--- src/hdl/laser_link_defines.svh ---
`ifndef LASER_LINK_DEFINES_SVH
`define LASER_LINK_DEFINES_SVH

// Clocks spent on each line bit
`define LASER_BIT_TICKS 8

// Receiver samples each bit at ticks 3, 4 and 5
`define LASER_VOTE_FIRST 3
`define LASER_VOTE_LAST 5

// Start bit, eight data bits, stop bit
`define LASER_FRAME_BITS 10

// Bytes waiting to be paired
`define HOST_FIFO_DEPTH 8

// Received pairs waiting for the host
`define PAIR_FIFO_DEPTH 4

`endif
--- src/hdl/laser_host_pkg.sv ---
package laser_host_pkg;

    // Byte as seen on adbus
    typedef logic [7:0] host_byte_t;

    // Host port sequencer
    typedef enum logic [1:0] {
        BR_IDLE,
        BR_READ,
        BR_WRITE1,
        BR_WRITE2
    } bridge_state_t;

endpackage

--- src/hdl/laser_frame_pkg.sv ---
package laser_frame_pkg;

    // One lane's data byte
    typedef logic [7:0] laser_byte_t;

    // Lane 1 always carries the earlier host byte
    typedef struct packed {
        laser_byte_t lane1;
        laser_byte_t lane2;
    } lane_pair_t;

    // Receiver control
    typedef enum logic {
        RX_IDLE,
        RX_RECEIVE
    } rx_state_t;

endpackage

--- src/hdl/laser_pair_if.sv ---
`timescale 1ns/1ps

interface laser_pair_if;
    import laser_frame_pkg::*;

    lane_pair_t pair;
    logic load;
    logic busy;
    logic done;

    // Load is a single-cycle strobe, only raised while busy is low
    modport bridge (
        output pair,
        output load,
        input  busy,
        input  done
    );

    modport transmitter (
        input  pair,
        input  load,
        output busy,
        output done
    );

endinterface

--- src/hdl/laser_link.sv ---
`timescale 1ns/1ps
`include "laser_link_defines.svh"

module laser_link (
    input  logic                       clock,
    input  logic                       reset,
    input  logic                       en,
    input  logic                       rxf,
    input  logic                       txe,
    input  logic                       laser1_rx,
    input  logic                       laser2_rx,
    input  laser_host_pkg::host_byte_t adbus_in,
    output logic                       ftdi_rd,
    output logic                       ftdi_wr,
    output logic                       adbus_tri,
    output laser_host_pkg::host_byte_t adbus_out,
    output logic [1:0]                 laser1_tx,
    output logic [1:0]                 laser2_tx,
    output logic                       tx_done
);
    import laser_frame_pkg::*;

    lane_pair_t rx_pair;
    logic rx_pair_valid;

    laser_pair_if pair_if ();

    ftdi_bridge bridge (
        .clock(clock),
        .reset(reset),
        .rxf(rxf),
        .txe(txe),
        .adbus_in(adbus_in),
        .ftdi_rd(ftdi_rd),
        .ftdi_wr(ftdi_wr),
        .adbus_tri(adbus_tri),
        .adbus_out(adbus_out),
        .rx_pair(rx_pair),
        .rx_pair_valid(rx_pair_valid),
        .pair_port(pair_if.bridge)
    );

    laser_transmitter transmitter (
        .clock(clock),
        .reset(reset),
        .en(en),
        .pair_port(pair_if.transmitter),
        .laser1_tx(laser1_tx),
        .laser2_tx(laser2_tx)
    );

    laser_receiver receiver (
        .clock(clock),
        .reset(reset),
        .laser1_rx(laser1_rx),
        .laser2_rx(laser2_rx),
        .pair(rx_pair),
        .pair_valid(rx_pair_valid)
    );

    assign tx_done = pair_if.done;

endmodule

--- src/hdl/ftdi_bridge.sv ---
`timescale 1ns/1ps
`include "laser_link_defines.svh"

module ftdi_bridge (
    input  logic                        clock,
    input  logic                        reset,
    input  logic                        rxf,
    input  logic                        txe,
    input  laser_host_pkg::host_byte_t  adbus_in,
    output logic                        ftdi_rd,
    output logic                        ftdi_wr,
    output logic                        adbus_tri,
    output laser_host_pkg::host_byte_t  adbus_out,
    input  laser_frame_pkg::lane_pair_t rx_pair,
    input  logic                        rx_pair_valid,
    laser_pair_if.bridge                pair_port
);
    import laser_host_pkg::*;
    import laser_frame_pkg::*;

    bridge_state_t state;
    host_byte_t host_head;
    host_byte_t first_byte;
    logic host_push;
    logic host_pop;
    logic host_empty;
    logic host_full;
    lane_pair_t rx_head;
    logic rx_push;
    logic rx_pop;
    logic rx_empty;
    logic rx_full;
    logic have_first;

    sync_fifo #(
        .DEPTH(`HOST_FIFO_DEPTH),
        .payload_t(host_byte_t)
    ) host_fifo (
        .clock(clock),
        .reset(reset),
        .push(host_push),
        .din(adbus_in),
        .pop(host_pop),
        .head(host_head),
        .empty(host_empty),
        .full(host_full)
    );

    // Pairs arriving while the queue is full are lost
    assign rx_push = rx_pair_valid & ~rx_full;

    sync_fifo #(
        .DEPTH(`PAIR_FIFO_DEPTH),
        .payload_t(lane_pair_t)
    ) rx_fifo (
        .clock(clock),
        .reset(reset),
        .push(rx_push),
        .din(rx_pair),
        .pop(rx_pop),
        .head(rx_head),
        .empty(rx_empty),
        .full(rx_full)
    );

    // Pairing, the first byte waits here for its partner
    assign pair_port.pair = '{lane1: first_byte, lane2: host_head};
    assign pair_port.load = have_first & ~host_empty & ~pair_port.busy;
    assign host_pop = (~have_first & ~host_empty) | pair_port.load;

    always_ff @(posedge clock, posedge reset) begin
        if (reset) begin
            have_first <= 1'b0;
        end else if (pair_port.load) begin
            have_first <= 1'b0;
        end else if (host_pop) begin
            have_first <= 1'b1;
        end
    end

    always_ff @(posedge clock) begin
        if (!have_first && !host_empty) begin
            first_byte <= host_head;
        end
    end

    // Strobes are registered, so each state below sees its own strobe level
    assign host_push = (state == BR_READ);
    assign rx_pop = (state == BR_WRITE2) && !ftdi_wr;

    always_ff @(posedge clock, posedge reset) begin
        if (reset) begin
            state <= BR_IDLE;
            ftdi_rd <= 1'b1;
            ftdi_wr <= 1'b1;
            adbus_tri <= 1'b0;
        end else begin
            case (state)
                BR_IDLE: begin
                    if (!txe && !rx_empty) begin
                        state <= BR_WRITE1;
                        ftdi_wr <= 1'b0;
                        adbus_tri <= 1'b1;
                    end else if (!rxf && !host_full) begin
                        state <= BR_READ;
                        ftdi_rd <= 1'b0;
                    end
                end
                BR_READ: begin
                    ftdi_rd <= 1'b1;
                    state <= BR_IDLE;
                end
                BR_WRITE1: begin
                    ftdi_wr <= 1'b1;
                    adbus_tri <= 1'b0;
                    state <= BR_WRITE2;
                end
                BR_WRITE2: begin
                    if (!ftdi_wr) begin
                        ftdi_wr <= 1'b1;
                        adbus_tri <= 1'b0;
                        state <= BR_IDLE;
                    end else if (!txe) begin
                        ftdi_wr <= 1'b0;
                        adbus_tri <= 1'b1;
                    end
                end
                default: state <= BR_IDLE;
            endcase
        end
    end

    // Lane 1 goes out first, lane 2 on the second strobe
    always_ff @(posedge clock) begin
        if (state == BR_IDLE) begin
            adbus_out <= rx_head.lane1;
        end else if (state == BR_WRITE2 && ftdi_wr) begin
            adbus_out <= rx_head.lane2;
        end
    end

endmodule

--- src/hdl/laser_receiver.sv ---
`timescale 1ns/1ps
`include "laser_link_defines.svh"

module laser_receiver (
    input  logic                       clock,
    input  logic                       reset,
    input  logic                       laser1_rx,
    input  logic                       laser2_rx,
    output laser_frame_pkg::lane_pair_t pair,
    output logic                       pair_valid
);
    import laser_frame_pkg::*;

    localparam int TICK_W = $clog2(`LASER_BIT_TICKS);
    localparam int BIT_W = $clog2(`LASER_FRAME_BITS);
    localparam int MSB = `LASER_FRAME_BITS - 1;
    localparam logic [TICK_W-1:0] LAST_TICK = TICK_W'(`LASER_BIT_TICKS - 1);
    localparam logic [TICK_W-1:0] VOTE_FIRST = TICK_W'(`LASER_VOTE_FIRST);
    localparam logic [TICK_W-1:0] VOTE_LAST = TICK_W'(`LASER_VOTE_LAST);
    localparam logic [BIT_W-1:0] LAST_BIT = BIT_W'(`LASER_FRAME_BITS - 1);

    rx_state_t state;
    logic [1:0] sync1;
    logic [1:0] sync2;
    logic line1;
    logic line2;
    logic [TICK_W-1:0] tick;
    logic [BIT_W-1:0] bit_idx;
    logic [1:0] vote1;
    logic [1:0] vote2;
    logic in_vote;
    logic bit_end;
    logic frame_end;
    logic frame_ok;
    logic [MSB:0] shift1;
    logic [MSB:0] shift2;
    logic [MSB:0] next1;
    logic [MSB:0] next2;
    laser_byte_t data1;
    laser_byte_t data2;

    // Two-flop synchronizers on the incoming light
    always_ff @(posedge clock, posedge reset) begin
        if (reset) begin
            sync1 <= '0;
            sync2 <= '0;
        end else begin
            sync1 <= {sync1[0], laser1_rx};
            sync2 <= {sync2[0], laser2_rx};
        end
    end

    assign line1 = sync1[1];
    assign line2 = sync2[1];

    assign in_vote = (tick >= VOTE_FIRST) && (tick <= VOTE_LAST);
    assign bit_end = (state == RX_RECEIVE) && (tick == LAST_TICK);
    assign frame_end = bit_end && (bit_idx == LAST_BIT);

    // Two or three high samples make a 1, newest bit enters at the top
    assign next1 = {vote1[1], shift1[MSB:1]};
    assign next2 = {vote2[1], shift2[MSB:1]};

    // Start bit must be 1 and stop bit 0 on both lanes
    assign frame_ok = next1[0] & next2[0] & ~next1[MSB] & ~next2[MSB];
    assign data1 = next1[MSB-1:1];
    assign data2 = next2[MSB-1:1];

    always_ff @(posedge clock, posedge reset) begin
        if (reset) begin
            state <= RX_IDLE;
            tick <= '0;
            bit_idx <= '0;
            vote1 <= '0;
            vote2 <= '0;
            pair_valid <= 1'b0;
        end else begin
            pair_valid <= 1'b0;
            case (state)
                RX_IDLE: begin
                    vote1 <= '0;
                    vote2 <= '0;
                    bit_idx <= '0;
                    // First cycle with light is tick 0 of the start bit
                    if (line1 || line2) begin
                        state <= RX_RECEIVE;
                        tick <= TICK_W'(1);
                    end else begin
                        tick <= '0;
                    end
                end
                RX_RECEIVE: begin
                    if (in_vote) begin
                        vote1 <= vote1 + {1'b0, line1};
                        vote2 <= vote2 + {1'b0, line2};
                    end
                    if (tick == LAST_TICK) begin
                        tick <= '0;
                        vote1 <= '0;
                        vote2 <= '0;
                        if (bit_idx == LAST_BIT) begin
                            state <= RX_IDLE;
                            bit_idx <= '0;
                            pair_valid <= frame_ok;
                        end else begin
                            bit_idx <= bit_idx + 1'b1;
                        end
                    end else begin
                        tick <= tick + 1'b1;
                    end
                end
                default: state <= RX_IDLE;
            endcase
        end
    end

    always_ff @(posedge clock) begin
        if (bit_end) begin
            shift1 <= next1;
            shift2 <= next2;
        end
        if (frame_end && frame_ok) begin
            pair <= '{lane1: data1, lane2: data2};
        end
    end

endmodule

--- src/hdl/laser_transmitter.sv ---
`timescale 1ns/1ps
`include "laser_link_defines.svh"

module laser_transmitter (
    input  logic              clock,
    input  logic              reset,
    input  logic              en,
    laser_pair_if.transmitter pair_port,
    output logic [1:0]        laser1_tx,
    output logic [1:0]        laser2_tx
);
    import laser_frame_pkg::*;

    localparam int TICK_W = $clog2(`LASER_BIT_TICKS);
    localparam int BIT_W = $clog2(`LASER_FRAME_BITS);
    localparam logic [TICK_W-1:0] LAST_TICK = TICK_W'(`LASER_BIT_TICKS - 1);
    localparam logic [BIT_W-1:0] LAST_BIT = BIT_W'(`LASER_FRAME_BITS - 1);

    lane_pair_t pair_q;
    logic [TICK_W-1:0] tick;
    logic [BIT_W-1:0] bit_idx;
    logic [`LASER_FRAME_BITS-1:0] frame1;
    logic [`LASER_FRAME_BITS-1:0] frame2;
    logic sending;

    always_ff @(posedge clock) begin
        if (pair_port.load) begin
            pair_q <= pair_port.pair;
        end
    end

    // Stop bit on top, start bit at index 0, data LSB first
    assign frame1 = {1'b0, pair_q.lane1, 1'b1};
    assign frame2 = {1'b0, pair_q.lane2, 1'b1};

    assign sending = pair_port.busy & en;

    // One counter pair drives both lanes so they stay in step
    always_ff @(posedge clock, posedge reset) begin
        if (reset) begin
            pair_port.busy <= 1'b0;
            tick <= '0;
            bit_idx <= '0;
        end else if (pair_port.load) begin
            pair_port.busy <= 1'b1;
            tick <= '0;
            bit_idx <= '0;
        end else if (!en) begin
            // Frame restarts from its start bit once enable is back
            tick <= '0;
            bit_idx <= '0;
        end else if (pair_port.busy) begin
            if (tick == LAST_TICK) begin
                tick <= '0;
                if (bit_idx == LAST_BIT) begin
                    bit_idx <= '0;
                    pair_port.busy <= 1'b0;
                end else begin
                    bit_idx <= bit_idx + 1'b1;
                end
            end else begin
                tick <= tick + 1'b1;
            end
        end
    end

    // Last clock of the stop bit
    assign pair_port.done = sending && (tick == LAST_TICK) && (bit_idx == LAST_BIT);

    // Bit 0 is the transmit enable, bit 1 the light itself
    assign laser1_tx = {sending & frame1[bit_idx], en};
    assign laser2_tx = {sending & frame2[bit_idx], en};

endmodule

--- src/hdl/sync_fifo.sv ---
`timescale 1ns/1ps
`include "laser_link_defines.svh"

module sync_fifo #(
    parameter int DEPTH = `HOST_FIFO_DEPTH,
    parameter type payload_t = logic [7:0]
) (
    input  logic     clock,
    input  logic     reset,
    input  logic     push,
    input  payload_t din,
    input  logic     pop,
    output payload_t head,
    output logic     empty,
    output logic     full
);
    localparam int PTR_W = (DEPTH > 1) ? $clog2(DEPTH) : 1;
    localparam int CNT_W = $clog2(DEPTH + 1);
    localparam logic [PTR_W-1:0] LAST_SLOT = PTR_W'(DEPTH - 1);

    payload_t mem [DEPTH];
    logic [PTR_W-1:0] wr_ptr;
    logic [PTR_W-1:0] rd_ptr;
    logic [CNT_W-1:0] count;
    logic do_push;
    logic do_pop;

    assign do_push = push & ~full;
    assign do_pop = pop & ~empty;
    assign empty = (count == '0);
    assign full = (count == CNT_W'(DEPTH));

    // Oldest entry shown without waiting for pop
    assign head = mem[rd_ptr];

    always_ff @(posedge clock) begin
        if (do_push) begin
            mem[wr_ptr] <= din;
        end
    end

    always_ff @(posedge clock, posedge reset) begin
        if (reset) begin
            wr_ptr <= '0;
            rd_ptr <= '0;
            count <= '0;
        end else begin
            if (do_push) begin
                wr_ptr <= (wr_ptr == LAST_SLOT) ? '0 : wr_ptr + 1'b1;
            end
            if (do_pop) begin
                rd_ptr <= (rd_ptr == LAST_SLOT) ? '0 : rd_ptr + 1'b1;
            end
            if (do_push && !do_pop) begin
                count <= count + 1'b1;
            end else if (do_pop && !do_push) begin
                count <= count - 1'b1;
            end
        end
    end

endmodule

--- config.mk ---
export PLATFORM = sky130hd
export DESIGN_NAME = laser_link
export DESIGN_NICKNAME = d
export VERILOG_FILES = /design/src/hdl/laser_host_pkg.sv /design/src/hdl/laser_frame_pkg.sv /design/src/hdl/laser_pair_if.sv /design/src/hdl/laser_link.sv /design/src/hdl/ftdi_bridge.sv /design/src/hdl/laser_receiver.sv /design/src/hdl/laser_transmitter.sv /design/src/hdl/sync_fifo.sv
export VERILOG_INCLUDE_DIRS = /design/src /design/src/hdl
export SDC_FILE = /design/constraint.sdc
export NUM_CORES = 1
export LEC_CHECK = 0
export BUFFER_PORTS_ARGS = -buffer_cell sky130_fd_sc_hd__buf_2
export CAP_MARGIN = 20
export CORE_MARGIN = 10
export CORE_UTILIZATION = 55
export CTS_CLUSTER_DIAMETER = 120
export DETAILED_ROUTE_END_ITERATION = 16
export HOLD_SLACK_MARGIN = 0.15
export PLACE_DENSITY = 0.71
export SETUP_SLACK_MARGIN = 0.2
export SYNTH_ARGS = -nofsm -noshare
export SYNTH_HDL_FRONTEND = slang
export SYNTH_SLANG_ARGS = --single-unit
--- constraint.sdc ---
create_clock -name clock -period 4.1 [get_ports clock]
set_input_delay 1.23 -clock clock [delete_from_list [all_inputs] [get_ports clock]]
set_output_delay 1.23 -clock clock [all_outputs]
set_load 0.03 [all_outputs]
==> reports/metrics.cfg <==
[pwr]
clockPowerShare=0.316
pwr-share-comb=0.184
ir_drop_v=0.0005946
switching_share=0.2778
p_leak_nw=3.886
p_sw_mw=1.824
p_per_area_nw_per_um2=601.4
seq_power_share=0.500
p_int_mw=4.744

[sta]
skew_ns=0.01769
finalHoldViolCount=0
rsz0062_at_grt=no
setup_viol=0
worstMarginPinSlew_ns=1.021
fin_ws_ns=0.5896
post-route-period-util=0.8562
fin_crit_ns=3.510
slew_violations=0
setup_tns_ns=0
fmax_mhz=284.9
maxSlewHeadroom=0.3196

[setup_path]
endpoint_kind=primary output
r2r_start=bridge.host_fifo.count[0]
cp_max_fo=11
worst_setup_path_start_kind=input port
critical_path_required_ns=2.87
worstSetupPathType=input port to primary output
r2r_cells=9
worstReg2RegEnd=bridge.host_fifo.count[3]
ff2ff_setup_slack_ns=1.30
cp.arrival_ns=2.28

[grt]
grt_overflow=0
grt_pass1_vias=4839
grt_util_all_layers=0.1344
grt_start_max_net_pins=49
grt_pass1_wl_um=25850
antenna_found_initial=1

[clocking]
cts_tree=done
root_buffer=clkbuf_16
clkLatencyLatePin_ns=0.51
postCtsSetupBuffers=0
cts_buffer_depth=3
htreeDepth=1
hold_buffers=0
numCtsBuffers=25
clkSinkCount=242
cts-resized-gates=0
clkTransAtPathRegs_ns=0.06

[die]
die_width_um=153.4
core_area_um2=17360
num_rows=48
dieArea_um2=23520
die_height_um=153.4
start_util=0.5636
ioPinCount=31

[drt]
vias=4719
drc=0
wl_met2_um=7830
antenna_left=0
routedWlPerCell_um=19.51
detail_route.vias_per_cell=5.720
top_layer=met4
dr_wl_met3_um=930
routed_wl_um=16090
drt_first_pass_iters=4
met1Wirelength_um=7087
drtIter0Drc=278

[yosys]
synth.avg_cell_area_um2=18.15
yosysSeqAreaShare=0.7186
ys.flop_type=edfxtp_1
syn_inst=539
yosysUniqueCellTypes=66
synth_edf_count=194
syn_area_um2=9782
synth.most_common_cell=edfxtp_1
synth.ff_latch_count=242
ys_top_cells_by_area=edfxtp_1 (60%), dfrtp_1 (12%), mux4_2 (4.4%)
yosys.area.top_type=edfxtp_1
synthArstFlopShare=0.1983
synthTopCellsByCount=edfxtp_1 (194), dfrtp_1 (46), ha_1 (23)
yosys.area.top_type_share=0.5955
syn_nets=579
ys_warn_count=0

[final_layout]
areaGrowthSynthToFinish_pct=11.64
drive_gt1_frac=0.2120
fin_util=0.6292
final_nets=621
nFillCells=1176

[hold_path]
min_path_cells=0
hp-class=register to register
hold_start=receiver.sync1[0]
hold_end=receiver.sync1[1]

[placed_design]
gp_congestion=0.7282
port_buffers=30
place_ws_ns=0.5750
hpwl_um=10370

[flow_run]
maxCapViolCount=0

[run_status]
status=finished clean

==> metal layers <==
metal	track usage	vias up
li1	-	2206
met4	0.03104	0
met3	0.02778	23
met1	0.1826	2410
met2	0.2187	80
met5	0	-
==> worst max-delay path, cell delays in order <==
cell and delay, ns:
buf_2 0.18, and4b_1 0.24, nor3b_1 0.25, a22o_1 0.18
buf_2 0.19
==> per-stage QoR <==
stage / cells / area, µm² / hold WS [ns] / power (mW)
5_1_grt: 824 / 10920 / 0.3547 / 6.895
2_1_floorplan: 539 / 9782 / 0.3312 / 4.213
4_1_cts: 822 / 10870 / 0.3479 / 6.602
6_report: 825 / 10920 / 0.3468 / 6.568
3_3_place_gp: 777 / 10110 / 0.3359 / 4.426
3_5_place_dp: 777 / 10110 / 0.3347 / 4.528
==> power by group through the flow <==
stage               combinational (mW)  sequential, mW  clock [mW]
floorplan                        0.905            3.31           0
global placement                  1.11            3.32           0
detailed placement                1.18            3.35           0
CTS                               1.19            3.30        2.11
global route                      1.34            3.33        2.23
finish                            1.21            3.28        2.07
==> worst max path at each step <==
stage / from / endpoint / slack [ns]
4_1_cts: en / laser2_tx[1] / 0.58
2_1_floorplan: receiver.tick[1] / receiver.pair[0] / 0.42
5_1_grt: en / laser2_tx[1] / 0.49
6_report: en / laser2_tx[1] / 0.59
3_5_place_dp: en / laser2_tx[1] / 0.57
3_3_place_gp: en / laser2_tx[1] / 0.62
==> cells in the final DEF (no fill, tap or decap), types with 6 or more instances in the layout <==
| cell type | n |
|---|---|
| mux2_1 | 6 |
| ha_1 | 23 |
| mux4_2 | 19 |
| clkbuf_16 | 25 |
| a21oi_1 | 11 |
| and2_1 | 7 |
| inv_1 | 16 |
| nor2b_1 | 6 |
| or3_1 | 8 |
| edfxtp_1 | 194 |
| nor2_1 | 19 |
| nand3_1 | 7 |
| clkinv_2 | 7 |
| mux2i_1 | 8 |
| dfrtp_1 | 46 |
| buf_2 | 30 |
| mux2_4 | 8 |
| nand2b_1 | 7 |
| o21ai_0 | 12 |
| mux2_2 | 13 |
| mux4_1 | 13 |
| nand2_1 | 18 |
==> cell families after synthesis <==
| logic type | count (synthesis) | share of synthesized area |
|---|---|---|
| simple gates | 105 | 0.06204 |
| mux | 67 | 0.1210 |
| buf+inv | 40 | 0.02264 |
| fa+ha+maj | 25 | 0.03351 |
| xor+xnor | 5 | 0.004478 |
| compound gates | 55 | 0.03774 |
| flops | 242 | 0.7186 |
==> layout make-up <==
class	count	area, µm²	share of cell area
clock inverter	17	120.1	0.01100
inverter	18	67.56	0.006187
multi-input combinational	257	2547	0.2333
tap	225	281.5	0.02578
clock buffer	28	636.9	0.05832
timing repair buffer	37	235.2	0.02154
sequential	242	7029	0.6437
antenna	1	2.502	0.0002291
==> flip-flops by register name, indices dropped and copies added, names as in the netlist, 3 cells and up <==
| signal | cells |
|---|---|
| bridge.adbus_out | 8 |
| bridge.first_byte | 8 |
| bridge.host_fifo.count | 4 |
| bridge.host_fifo.mem | 64 |
| bridge.host_fifo.rd_ptr | 3 |
| bridge.host_fifo.wr_ptr | 3 |
| bridge.rx_fifo.count | 3 |
| bridge.rx_fifo.mem | 64 |
| receiver.bit_idx | 4 |
| receiver.pair | 16 |
| receiver.shift1 | 9 |
| receiver.shift2 | 9 |
| receiver.tick | 3 |
| transmitter.bit_idx | 4 |
| transmitter.frame1 | 8 |
| transmitter.frame2 | 8 |
| transmitter.tick | 3 |
Power figures use the tool's default switching activity.
